==> config.mk <==
export PLATFORM = sky130hd
export DESIGN_NAME = warp_issue_top
export DESIGN_NICKNAME = d
export VERILOG_FILES = /design/src/hw/issue_pkg.sv /design/src/hw/exec_pkg.sv /design/src/hw/issue_if.sv /design/src/hw/rr_prioritizer.sv /design/src/hw/cdb_scheduler.sv /design/src/hw/alu_pipe.sv /design/src/hw/mem_pipe.sv /design/src/hw/cdb_writeback.sv /design/src/hw/warp_issue_top.sv
export VERILOG_INCLUDE_DIRS = /design/src /design/src/hw
export SDC_FILE = /design/constraint.sdc
export NUM_CORES = 1
export LEC_CHECK = 0
export BUFFER_PORTS_ARGS = -buffer_cell sky130_fd_sc_hd__buf_2
export CAP_MARGIN = 20
export CORE_MARGIN = 2
export CORE_UTILIZATION = 46
export CTS_BUF_LIST = sky130_fd_sc_hd__clkbuf_2 sky130_fd_sc_hd__clkbuf_4 sky130_fd_sc_hd__clkbuf_8
export DETAILED_ROUTE_END_ITERATION = 7
export HOLD_SLACK_MARGIN = 0.1
export PLACE_DENSITY = 0.65
export SETUP_SLACK_MARGIN = 0.3
export SLEW_MARGIN = 20
export SYNTH_ARGS = -nofsm -noshare
export SYNTH_HDL_FRONTEND = slang
export SYNTH_HIERARCHICAL = 1
export SYNTH_SLANG_ARGS = --single-unit
==> constraint.sdc <==
create_clock -name clk -period 3.3 [get_ports clk]
set_input_delay 0 -clock clk [delete_from_list [all_inputs] [get_ports clk]]
set_output_delay 0 -clock clk [all_outputs]
set_load 0.02 [all_outputs]
==> src/hw/issue_params.svh <==
`ifndef ISSUE_PARAMS_SVH
`define ISSUE_PARAMS_SVH

////////////////////////////////////////////////////////////
// Core sizing
////////////////////////////////////////////////////////////

// Warps sharing the issue slice
`define NUM_WARPS 4

// Operand and result width
`define DATA_W 16

// Words in the MEM scratch memory
`define MEM_DEPTH 16

// MEM pipe depth, issue stage included (3 to 6)
`define NUM_MEM_STAGES 4

`endif

==> src/hw/issue_pkg.sv <==
`include "issue_params.svh"

////////////////////////////////////////////////////////////
// Scheduling types
////////////////////////////////////////////////////////////

package issue_pkg;

    // One request or grant bit per warp
    // Bit i belongs to warp i
    typedef logic [`NUM_WARPS-1:0] warp_mask_t;

    // Warp number as carried on the issue and result paths
    // Sized from the warp count
    typedef logic [$clog2(`NUM_WARPS)-1:0] warp_idx_t;

endpackage

==> src/hw/exec_pkg.sv <==
`include "issue_params.svh"

////////////////////////////////////////////////////////////
// Execution types
////////////////////////////////////////////////////////////

package exec_pkg;

    // Single operand or result word
    typedef logic [`DATA_W-1:0] data_t;

    // Scratch memory word address
    // Taken from the low bits of operand A
    typedef logic [$clog2(`MEM_DEPTH)-1:0] mem_addr_t;

    // Operands of all warps side by side
    // Warp i occupies bits [i*DATA_W +: DATA_W]
    typedef logic [`NUM_WARPS*`DATA_W-1:0] operand_bus_t;

endpackage

==> src/hw/issue_if.sv <==
`timescale 1ns/1ps
`include "issue_params.svh"

// One issued instruction, scheduler to execute pipe
interface issue_if;

    // One-cycle strobe per issued instruction
    logic                  valid;
    // Issuing warp
    issue_pkg::warp_idx_t  warp;
    // Instruction writes a register
    logic                  reg_write;
    // Operands of the issuing warp
    exec_pkg::data_t       opnd_a;
    exec_pkg::data_t       opnd_b;

    // Scheduler side
    modport issuer (
        output valid,
        output warp,
        output reg_write,
        output opnd_a,
        output opnd_b
    );

    // Execute pipe side
    modport executor (
        input valid,
        input warp,
        input reg_write,
        input opnd_a,
        input opnd_b
    );

endinterface

==> src/hw/rr_prioritizer.sv <==
`timescale 1ns/1ps
`include "issue_params.svh"

// Round-robin arbiter, one-hot grant in the request cycle
module rr_prioritizer #(
    parameter int WIDTH = `NUM_WARPS
) (
    input  logic             clk,
    input  logic             rst,
    input  logic [WIDTH-1:0] req,
    output logic [WIDTH-1:0] grt
);

    // Priority pointer as a thermometer mask
    // Bits at and above the pointer are set
    logic [WIDTH-1:0] prio_mask;

    // Requests inside the priority window
    logic [WIDTH-1:0] req_masked;

    // Lowest set bit, windowed and unwindowed
    logic [WIDTH-1:0] grt_masked;
    logic [WIDTH-1:0] grt_any;

    assign req_masked = req & prio_mask;

    // Two's complement trick isolates the lowest set bit
    assign grt_masked = req_masked & (~req_masked + 1'b1);
    assign grt_any    = req & (~req + 1'b1);

    // Nothing at or above the pointer, wrap to the bottom
    assign grt = (|req_masked) ? grt_masked : grt_any;

    ////////////////////////////////////////////////////////////
    // Pointer update
    ////////////////////////////////////////////////////////////

    // Window moves to the warp after the winner
    // Top warp winning leaves an empty window, same as pointer 0
    always_ff @(posedge clk) begin
        if (!rst) begin
            prio_mask <= '1;
        end else if (|grt) begin
            prio_mask <= ~(grt | (grt - 1'b1));
        end
    end

endmodule

==> src/hw/cdb_scheduler.sv <==
`timescale 1ns/1ps
`include "issue_params.svh"

// Issue scheduler for the ALU and MEM pipes sharing one CDB
// Non-writing instructions never reach the CDB and are never held back
module cdb_scheduler (
    input  logic                    clk,
    input  logic                    rst,
    input  issue_pkg::warp_mask_t   alu_req,
    input  issue_pkg::warp_mask_t   mem_req,
    input  issue_pkg::warp_mask_t   reg_write,
    input  exec_pkg::operand_bus_t  opnd_a,
    input  exec_pkg::operand_bus_t  opnd_b,
    output issue_pkg::warp_mask_t   alu_grt,
    output issue_pkg::warp_mask_t   mem_grt,
    issue_if.issuer                 alu_issue,
    issue_if.issuer                 mem_issue
);

    // One bit per MEM stage behind issue
    localparam int HIST_W = `NUM_MEM_STAGES - 1;

    logic [HIST_W-1:0]      load_hist;
    logic                   load_in;
    logic                   alu_wr_waiting;
    issue_pkg::warp_mask_t  alu_req_q;
    issue_pkg::warp_mask_t  mem_req_q;
    issue_pkg::warp_idx_t   alu_idx;
    issue_pkg::warp_idx_t   mem_idx;

    // One-hot grant to warp number
    function automatic issue_pkg::warp_idx_t onehot_to_idx(
        input issue_pkg::warp_mask_t oh
    );
        issue_pkg::warp_idx_t idx;
        idx = '0;
        for (int i = 0; i < `NUM_WARPS; i++) begin
            if (oh[i]) begin
                idx = issue_pkg::warp_idx_t'(i);
            end
        end
        return idx;
    endfunction

    // Operand slice of one warp
    function automatic exec_pkg::data_t pick_operand(
        input exec_pkg::operand_bus_t bus,
        input issue_pkg::warp_idx_t   idx
    );
        return bus[idx*`DATA_W +: `DATA_W];
    endfunction

    ////////////////////////////////////////////////////////////
    // Load history and request qualification
    ////////////////////////////////////////////////////////////

    // Granted MEM op this cycle is a load
    assign load_in = |(mem_grt & reg_write);

    // Oldest bit is a load reaching the CDB with an ALU write issued now
    always_ff @(posedge clk) begin
        if (!rst) begin
            load_hist <= '0;
        end else begin
            load_hist <= {load_hist[HIST_W-2:0], load_in};
        end
    end

    // Block ALU register writes only, branches pass
    assign alu_req_q = load_hist[HIST_W-1] ? (alu_req & ~reg_write) : alu_req;

    // Pipe full of loads and an ALU write waiting
    // Hold loads so the ALU write gets a gap, stores still go
    assign alu_wr_waiting = |(alu_req & reg_write);
    assign mem_req_q = (alu_wr_waiting && (&load_hist)) ? (mem_req & ~reg_write) : mem_req;

    rr_prioritizer #(
        .WIDTH(`NUM_WARPS)
    ) sched_alu (
        .clk (clk),
        .rst (rst),
        .req (alu_req_q),
        .grt (alu_grt)
    );

    rr_prioritizer #(
        .WIDTH(`NUM_WARPS)
    ) sched_mem (
        .clk (clk),
        .rst (rst),
        .req (mem_req_q),
        .grt (mem_grt)
    );

    ////////////////////////////////////////////////////////////
    // Issue registers
    ////////////////////////////////////////////////////////////

    assign alu_idx = onehot_to_idx(alu_grt);
    assign mem_idx = onehot_to_idx(mem_grt);

    always_ff @(posedge clk) begin
        if (!rst) begin
            alu_issue.valid <= 1'b0;
        end else begin
            alu_issue.valid <= |alu_grt;
        end
        alu_issue.warp      <= alu_idx;
        alu_issue.reg_write <= reg_write[alu_idx];
        alu_issue.opnd_a    <= pick_operand(opnd_a, alu_idx);
        alu_issue.opnd_b    <= pick_operand(opnd_b, alu_idx);
    end

    always_ff @(posedge clk) begin
        if (!rst) begin
            mem_issue.valid <= 1'b0;
        end else begin
            mem_issue.valid <= |mem_grt;
        end
        mem_issue.warp      <= mem_idx;
        mem_issue.reg_write <= reg_write[mem_idx];
        mem_issue.opnd_a    <= pick_operand(opnd_a, mem_idx);
        mem_issue.opnd_b    <= pick_operand(opnd_b, mem_idx);
    end

endmodule

==> src/hw/alu_pipe.sv <==
`timescale 1ns/1ps
`include "issue_params.svh"

// ALU execute stage
// Register writes add, everything else is an equality branch
module alu_pipe (
    input  logic                  clk,
    input  logic                  rst,
    issue_if.executor             alu_issue,
    output logic                  res_valid,
    output issue_pkg::warp_idx_t  res_warp,
    output exec_pkg::data_t       res_data,
    output logic                  br_valid,
    output logic                  br_taken,
    output issue_pkg::warp_idx_t  br_warp
);

    logic br_issue;
    logic br_eq;

    ////////////////////////////////////////////////////////////
    // Register-write path
    ////////////////////////////////////////////////////////////

    // Sum leaves in the issue cycle
    // The CDB register in writeback is its pipeline stage
    assign res_valid = alu_issue.valid & alu_issue.reg_write;
    assign res_warp  = alu_issue.warp;

    // Carry out dropped, result wraps at DATA_W bits
    assign res_data  = alu_issue.opnd_a + alu_issue.opnd_b;

    ////////////////////////////////////////////////////////////
    // Branch path
    ////////////////////////////////////////////////////////////

    // Non-writing ALU op resolves as a branch
    assign br_issue = alu_issue.valid & ~alu_issue.reg_write;

    // BEQ style compare
    assign br_eq = (alu_issue.opnd_a == alu_issue.opnd_b);

    // Outcome registered, lines up with the CDB result timing
    always_ff @(posedge clk) begin
        if (!rst) begin
            br_valid <= 1'b0;
        end else begin
            br_valid <= br_issue;
        end
        // Payload only moves with a branch
        if (br_issue) begin
            br_warp  <= alu_issue.warp;
            br_taken <= br_eq;
        end
    end

endmodule

==> src/hw/mem_pipe.sv <==
`timescale 1ns/1ps
`include "issue_params.svh"

// MEM pipe with a local scratch memory
// Stage 1 is the issue cycle, the rest is a shift chain
module mem_pipe (
    input  logic                  clk,
    input  logic                  rst,
    issue_if.executor             mem_issue,
    output logic                  res_valid,
    output issue_pkg::warp_idx_t  res_warp,
    output exec_pkg::data_t       res_data
);

    // Registers behind the issue stage
    localparam int CHAIN_LEN = `NUM_MEM_STAGES - 1;

    exec_pkg::data_t       mem [`MEM_DEPTH];
    exec_pkg::mem_addr_t   addr;
    logic                  is_load;
    logic                  is_store;
    exec_pkg::data_t       rd_data;

    // Load shift chain, entry 0 is the first stage after issue
    logic                  chain_valid [CHAIN_LEN];
    issue_pkg::warp_idx_t  chain_warp  [CHAIN_LEN];
    exec_pkg::data_t       chain_data  [CHAIN_LEN];

    // Word address in the low bits of operand A
    assign addr     = mem_issue.opnd_a[$bits(exec_pkg::mem_addr_t)-1:0];
    assign is_load  = mem_issue.valid & mem_issue.reg_write;
    assign is_store = mem_issue.valid & ~mem_issue.reg_write;

    ////////////////////////////////////////////////////////////
    // Scratch memory
    ////////////////////////////////////////////////////////////

    // Store lands at the end of its issue cycle
    // Next load already reads the new word
    always_ff @(posedge clk) begin
        if (!rst) begin
            for (int i = 0; i < `MEM_DEPTH; i++) begin
                mem[i] <= '0;
            end
        end else if (is_store) begin
            mem[addr] <= mem_issue.opnd_b;
        end
    end

    // Asynchronous read in the issue stage
    assign rd_data = mem[addr];

    ////////////////////////////////////////////////////////////
    // Load latency chain
    ////////////////////////////////////////////////////////////

    always_ff @(posedge clk) begin
        if (!rst) begin
            for (int s = 0; s < CHAIN_LEN; s++) begin
                chain_valid[s] <= 1'b0;
            end
        end else begin
            chain_valid[0] <= is_load;
            for (int s = 1; s < CHAIN_LEN; s++) begin
                chain_valid[s] <= chain_valid[s-1];
            end
        end
        // Warp and data ride along without reset
        chain_warp[0] <= mem_issue.warp;
        chain_data[0] <= rd_data;
        for (int s = 1; s < CHAIN_LEN; s++) begin
            chain_warp[s] <= chain_warp[s-1];
            chain_data[s] <= chain_data[s-1];
        end
    end

    // Last stage feeds writeback
    assign res_valid = chain_valid[CHAIN_LEN-1];
    assign res_warp  = chain_warp[CHAIN_LEN-1];
    assign res_data  = chain_data[CHAIN_LEN-1];

endmodule

==> src/hw/cdb_writeback.sv <==
`timescale 1ns/1ps
`include "issue_params.svh"

// Common data bus register fed by the ALU and MEM results
module cdb_writeback (
    input  logic                  clk,
    input  logic                  rst,
    input  logic                  alu_valid,
    input  logic                  mem_valid,
    input  issue_pkg::warp_idx_t  alu_warp,
    input  issue_pkg::warp_idx_t  mem_warp,
    input  exec_pkg::data_t       alu_data,
    input  exec_pkg::data_t       mem_data,
    output logic                  cdb_valid,
    output issue_pkg::warp_idx_t  cdb_warp,
    output exec_pkg::data_t       cdb_data
);

    issue_pkg::warp_idx_t  sel_warp;
    exec_pkg::data_t       sel_data;

    ////////////////////////////////////////////////////////////
    // Source select
    ////////////////////////////////////////////////////////////

    // Scheduler keeps the two sources apart
    // MEM first only because one side has to win the mux
    always_comb begin
        if (mem_valid) begin
            sel_warp = mem_warp;
            sel_data = mem_data;
        end else begin
            sel_warp = alu_warp;
            sel_data = alu_data;
        end
    end

    // Bus register
    always_ff @(posedge clk) begin
        if (!rst) begin
            cdb_valid <= 1'b0;
        end else begin
            cdb_valid <= alu_valid | mem_valid;
        end
        // Hold the last broadcast when idle
        if (alu_valid || mem_valid) begin
            cdb_warp <= sel_warp;
            cdb_data <= sel_data;
        end
    end

endmodule

==> src/hw/warp_issue_top.sv <==
`timescale 1ns/1ps
`include "issue_params.svh"

// Issue and writeback slice of the SIMT core
module warp_issue_top (
    input  logic                    clk,
    input  logic                    rst,
    input  issue_pkg::warp_mask_t   alu_req,
    input  issue_pkg::warp_mask_t   mem_req,
    input  issue_pkg::warp_mask_t   reg_write,
    input  exec_pkg::operand_bus_t  opnd_a,
    input  exec_pkg::operand_bus_t  opnd_b,
    output issue_pkg::warp_mask_t   alu_grt,
    output issue_pkg::warp_mask_t   mem_grt,
    output logic                    cdb_valid,
    output issue_pkg::warp_idx_t    cdb_warp,
    output exec_pkg::data_t         cdb_data,
    output logic                    br_valid,
    output issue_pkg::warp_idx_t    br_warp,
    output logic                    br_taken
);

    // Scheduler to pipes
    issue_if alu_issue ();
    issue_if mem_issue ();

    // Pipes to writeback
    logic                  alu_res_valid;
    issue_pkg::warp_idx_t  alu_res_warp;
    exec_pkg::data_t       alu_res_data;
    logic                  mem_res_valid;
    issue_pkg::warp_idx_t  mem_res_warp;
    exec_pkg::data_t       mem_res_data;

    ////////////////////////////////////////////////////////////
    // Issue
    ////////////////////////////////////////////////////////////

    cdb_scheduler u_sched (
        .clk       (clk),
        .rst       (rst),
        .alu_req   (alu_req),
        .mem_req   (mem_req),
        .reg_write (reg_write),
        .opnd_a    (opnd_a),
        .opnd_b    (opnd_b),
        .alu_grt   (alu_grt),
        .mem_grt   (mem_grt),
        .alu_issue (alu_issue.issuer),
        .mem_issue (mem_issue.issuer)
    );

    ////////////////////////////////////////////////////////////
    // Execute and writeback
    ////////////////////////////////////////////////////////////

    alu_pipe u_alu (
        .clk       (clk),
        .rst       (rst),
        .alu_issue (alu_issue.executor),
        .res_valid (alu_res_valid),
        .res_warp  (alu_res_warp),
        .res_data  (alu_res_data),
        .br_valid  (br_valid),
        .br_taken  (br_taken),
        .br_warp   (br_warp)
    );

    mem_pipe u_mem (
        .clk       (clk),
        .rst       (rst),
        .mem_issue (mem_issue.executor),
        .res_valid (mem_res_valid),
        .res_warp  (mem_res_warp),
        .res_data  (mem_res_data)
    );

    cdb_writeback u_wb (
        .clk       (clk),
        .rst       (rst),
        .alu_valid (alu_res_valid),
        .mem_valid (mem_res_valid),
        .alu_warp  (alu_res_warp),
        .mem_warp  (mem_res_warp),
        .alu_data  (alu_res_data),
        .mem_data  (mem_res_data),
        .cdb_valid (cdb_valid),
        .cdb_warp  (cdb_warp),
        .cdb_data  (cdb_data)
    );

endmodule

==> impl_metrics.yaml <==
outcome:
  outcome: "completed"
yosys:
  syn_nets: 1559
  yosysWarnings: 6
  synthesis.area_per_instance_um2: 13.0
  synthCells: 1401
  synth.cell_area_um2: 18200
setup_path:
  worstReg2RegStart: "u_sched/load_hist[2]"
  path_cells: "nand3_1 -> a21oi_1 -> a21boi_0 -> a221oi_1 -> o21a_1 -> buf_12 -> mux2_4 -> mux2i_1 -> o21ai_1"
  crit_path_capture_type: "register"
  crit_path_max_fanout: 23
  critPathBufInv: 1
  worst-r2r-setup-slack_ns: 0.45
  worstRegToRegCells: 9
  reg2reg_to: "u_sched/mem_issue.opnd_b[15]"
  cp-start-kind: "register"
  crit_family: "compound AO/OA/AOI/OAI gates"
  criticalPathCategory: "register to register"
  timing.critical_path.slowest_stage_cell: "sky130_fd_sc_hd__dfxtp_1"
  crit_arrival_ns: 3.25
  slowest_cell_delay_on_critical_path_ns: 0.38
  required_ns: 3.70
floorplanning:
  placement_rows: 72
  design.core.area_um2: 38900
  vertical_die_dimension_um: 203
  num_io_pins: 173
  design.die.area_um2: 41200
  die_width_um: 203
  start_util: 0.468
detailed_routing:
  avgViaCountPerCell: 5.59
  wl_per_cell_um: 22.2
  post_route_drc_violation_count: 0
  postRouteWirelength_mm: 50.7
  postRouteAntennaNets: 0
  routed-via-count: 12800
  drt-pass1-iter-count: 5
  drtIter0Drc: 1020
timing:
  timing.slew.headroom: 0.356
  final.min_clock_period_ns: 2.85
  setup_ws_final_ns: 0.450
  timing.fmax_mhz: 351
  tns_ns: 0
  grt_setup_unrepaired: "false"
  final_hold_violations: 0
  finClkSkew_ns: 0.0407
  worst_hold_slack_ns: 0.107
  tightestPinTransition_ns: 0.967
  final_min_period_over_clock_period: 0.864
  maxSlewViolCount: 0
  setup_violations: 0
clocking:
  cts.clk_slew.worst_paths_ns: 0.06
  cts_setup_buffers: 0
  htree_levels: 3
  cts_made_buffers: 67
  tritoncts_clock_tree: "yes"
  clock-root-buffer: "sky130_fd_sc_hd__clkbuf_8"
  numClockSinks: 407
  max-clock-path-buffers: 3
  clkLatencyLatePin_ns: 0.61
cells_and_area:
  layout-area-overhead-vs-synth_pct: 22.3
  fin_util: 0.573
  final_cell_count_no_fill: 2289
  nets: 1875
  fillers: 3117
  final_layout_size_suffix_gt1_frac: 0.264
run:
  timing.max_cap.violations: 0
global_route:
  grtUsageTotal: 0.247
  globalRoute.totalOverflow: 0
  grt_start_max_net_pins: 70
  grt_first_pass_wirelength_mm: 76.3
  grt_pass1_vias: 13500
  antenna_found_initial: 2
hold_path:
  worstHoldEndpoint: "u_sched/sched_mem/prio_mask[1]"
  hold_path_depth: 4
  hold_path_class: "input pin to register"
  hold_path_startpoint: "mem_req[0]"
power:
  irDropWorstVdd_uv: 343
  total_leakage_power_uw: 0.00875
  power_density_nw_per_um2: 612
placed_design:
  hpwl_mm: 29.4
  numPortBuffers: 172
  worst_setup_slack_post_dpl_ns: 0.535
  routabilityCongestion: 0.856
  place_inst: 2015
## worst max-delay path by stage
stage                                 from                           end  depth (start not counted)
6_report              u_sched/load_hist[2]  u_sched/mem_issue.opnd_b[15]                          9
5_1_grt               u_sched/load_hist[2]                    mem_grt[3]                          8
4_1_cts               u_sched/load_hist[2]   u_sched/alu_issue.opnd_a[0]                          7
3_5_place_dp   u_sched/alu_issue.opnd_a[0]             u_wb/cdb_data[10]                          8
3_3_place_gp          u_sched/load_hist[2]   u_sched/alu_issue.opnd_b[3]                          7
2_1_floorplan  u_sched/mem_issue.opnd_a[0]               u_mem/mem[0][0]                          4
## per-stage QoR
stage	instance area, um2	total power (uW)
after global routing	22300	14200
after detailed placement	19400	9000
after CTS	22300	13700
after global placement	19300	8950
final	22300	13700
after floorplan	18200	8260
## power breakdown
part | leakage, uW | switching [uW] | total [uW] | internal, uW
registers | 0.00392 | 326 | 6350 | 6030
logic | 0.00411 | 1490 | 2770 | 1280
clock network | 0.000728 | 1990 | 4530 | 2530
total | 0.00875 | 3810 | 13700 | 9840
## sequential cells by signal (all words and copies together) (netlist names), 4 cells and up
name                         count
u_mem/mem                      256
u_sched/mem_issue.opnd_b        16
u_sched/alu_issue.opnd_a        16
u_mem/chain_warp                 6
u_sched/alu_issue.opnd_b        16
u_mem/chain_data                48
u_sched/mem_issue.opnd_a         4
u_sched/sched_mem/prio_mask      4
u_wb/cdb_data                   16
u_sched/sched_alu/prio_mask      4
## layer usage
layer  share of wire  GRT usage  up-vias
li1                -          -     5742
met1            0.40      0.308     6301
met2            0.49      0.404      561
met3           0.066     0.0517      199
met4           0.050      0.132        0
met5               0          0        -
## placed cells by master (no fill, tap or decap), drive strengths merged, types with 3 or more instances in the layout
| cell | count |
|---|---|
| dlygate4sd3 | 151 |
| nor2 | 262 |
| o21ai | 81 |
| clkbuf | 99 |
| a21oi | 17 |
| nand2 | 150 |
| buf | 210 |
| nor3 | 8 |
| nor2b | 6 |
| mux2i | 54 |
| xnor2 | 5 |
| dfxtp | 130 |
| a22oi | 39 |
| a21boi | 12 |
| inv | 8 |
| nand4bb | 3 |
| or2 | 4 |
| xor2 | 7 |
| mux4 | 64 |
| a21o | 7 |
| ha | 15 |
| diode | 3 |
| a221oi | 5 |
| edfxtp | 277 |
| nor4 | 5 |
| and2 | 10 |
| nand3 | 4 |
| clkinvlp | 3 |
| mux2 | 72 |
| and3 | 3 |
| o21a | 7 |
| clkinv | 15 |
| a211oi | 5 |
## area by class of cell
| type | instances | area [um2] | area share |
|---|---|---|---|
| Sequential cell | 407 | 10900 | 0.490 |
| Multi-Input combinational cell | 873 | 6560 | 0.294 |
| Timing Repair Buffer | 362 | 2740 | 0.123 |
| Clock buffer | 98 | 1220 | 0.0546 |
| Tap cell | 518 | 648 | 0.0291 |
| Clock inverter | 22 | 165 | 0.00741 |
| Inverter | 6 | 25.0 | 0.00112 |
| Antenna cell | 3 | 7.51 | 0.000337 |
## worst reg2reg max path, cell delays in order, from the launching register on
cell and delay (ns):
sky130_fd_sc_hd__dfxtp_1 0.38, sky130_fd_sc_hd__nand3_1 0.09, sky130_fd_sc_hd__a21oi_1 0.25, sky130_fd_sc_hd__a21boi_0 0.24
sky130_fd_sc_hd__a221oi_1 0.36, sky130_fd_sc_hd__o21a_1 0.28, sky130_fd_sc_hd__buf_12 0.25, sky130_fd_sc_hd__mux2_4 0.35
sky130_fd_sc_hd__mux2i_1 0.22, sky130_fd_sc_hd__o21ai_1 0.22
## repair_timing
item,in CTS,in global routing
gates resized for setup,0,10
hold endpoints to repair,75,0
hold buffers,151,0
endpoints found under the setup margin,0,19
(Power assumes the default switching activity.)
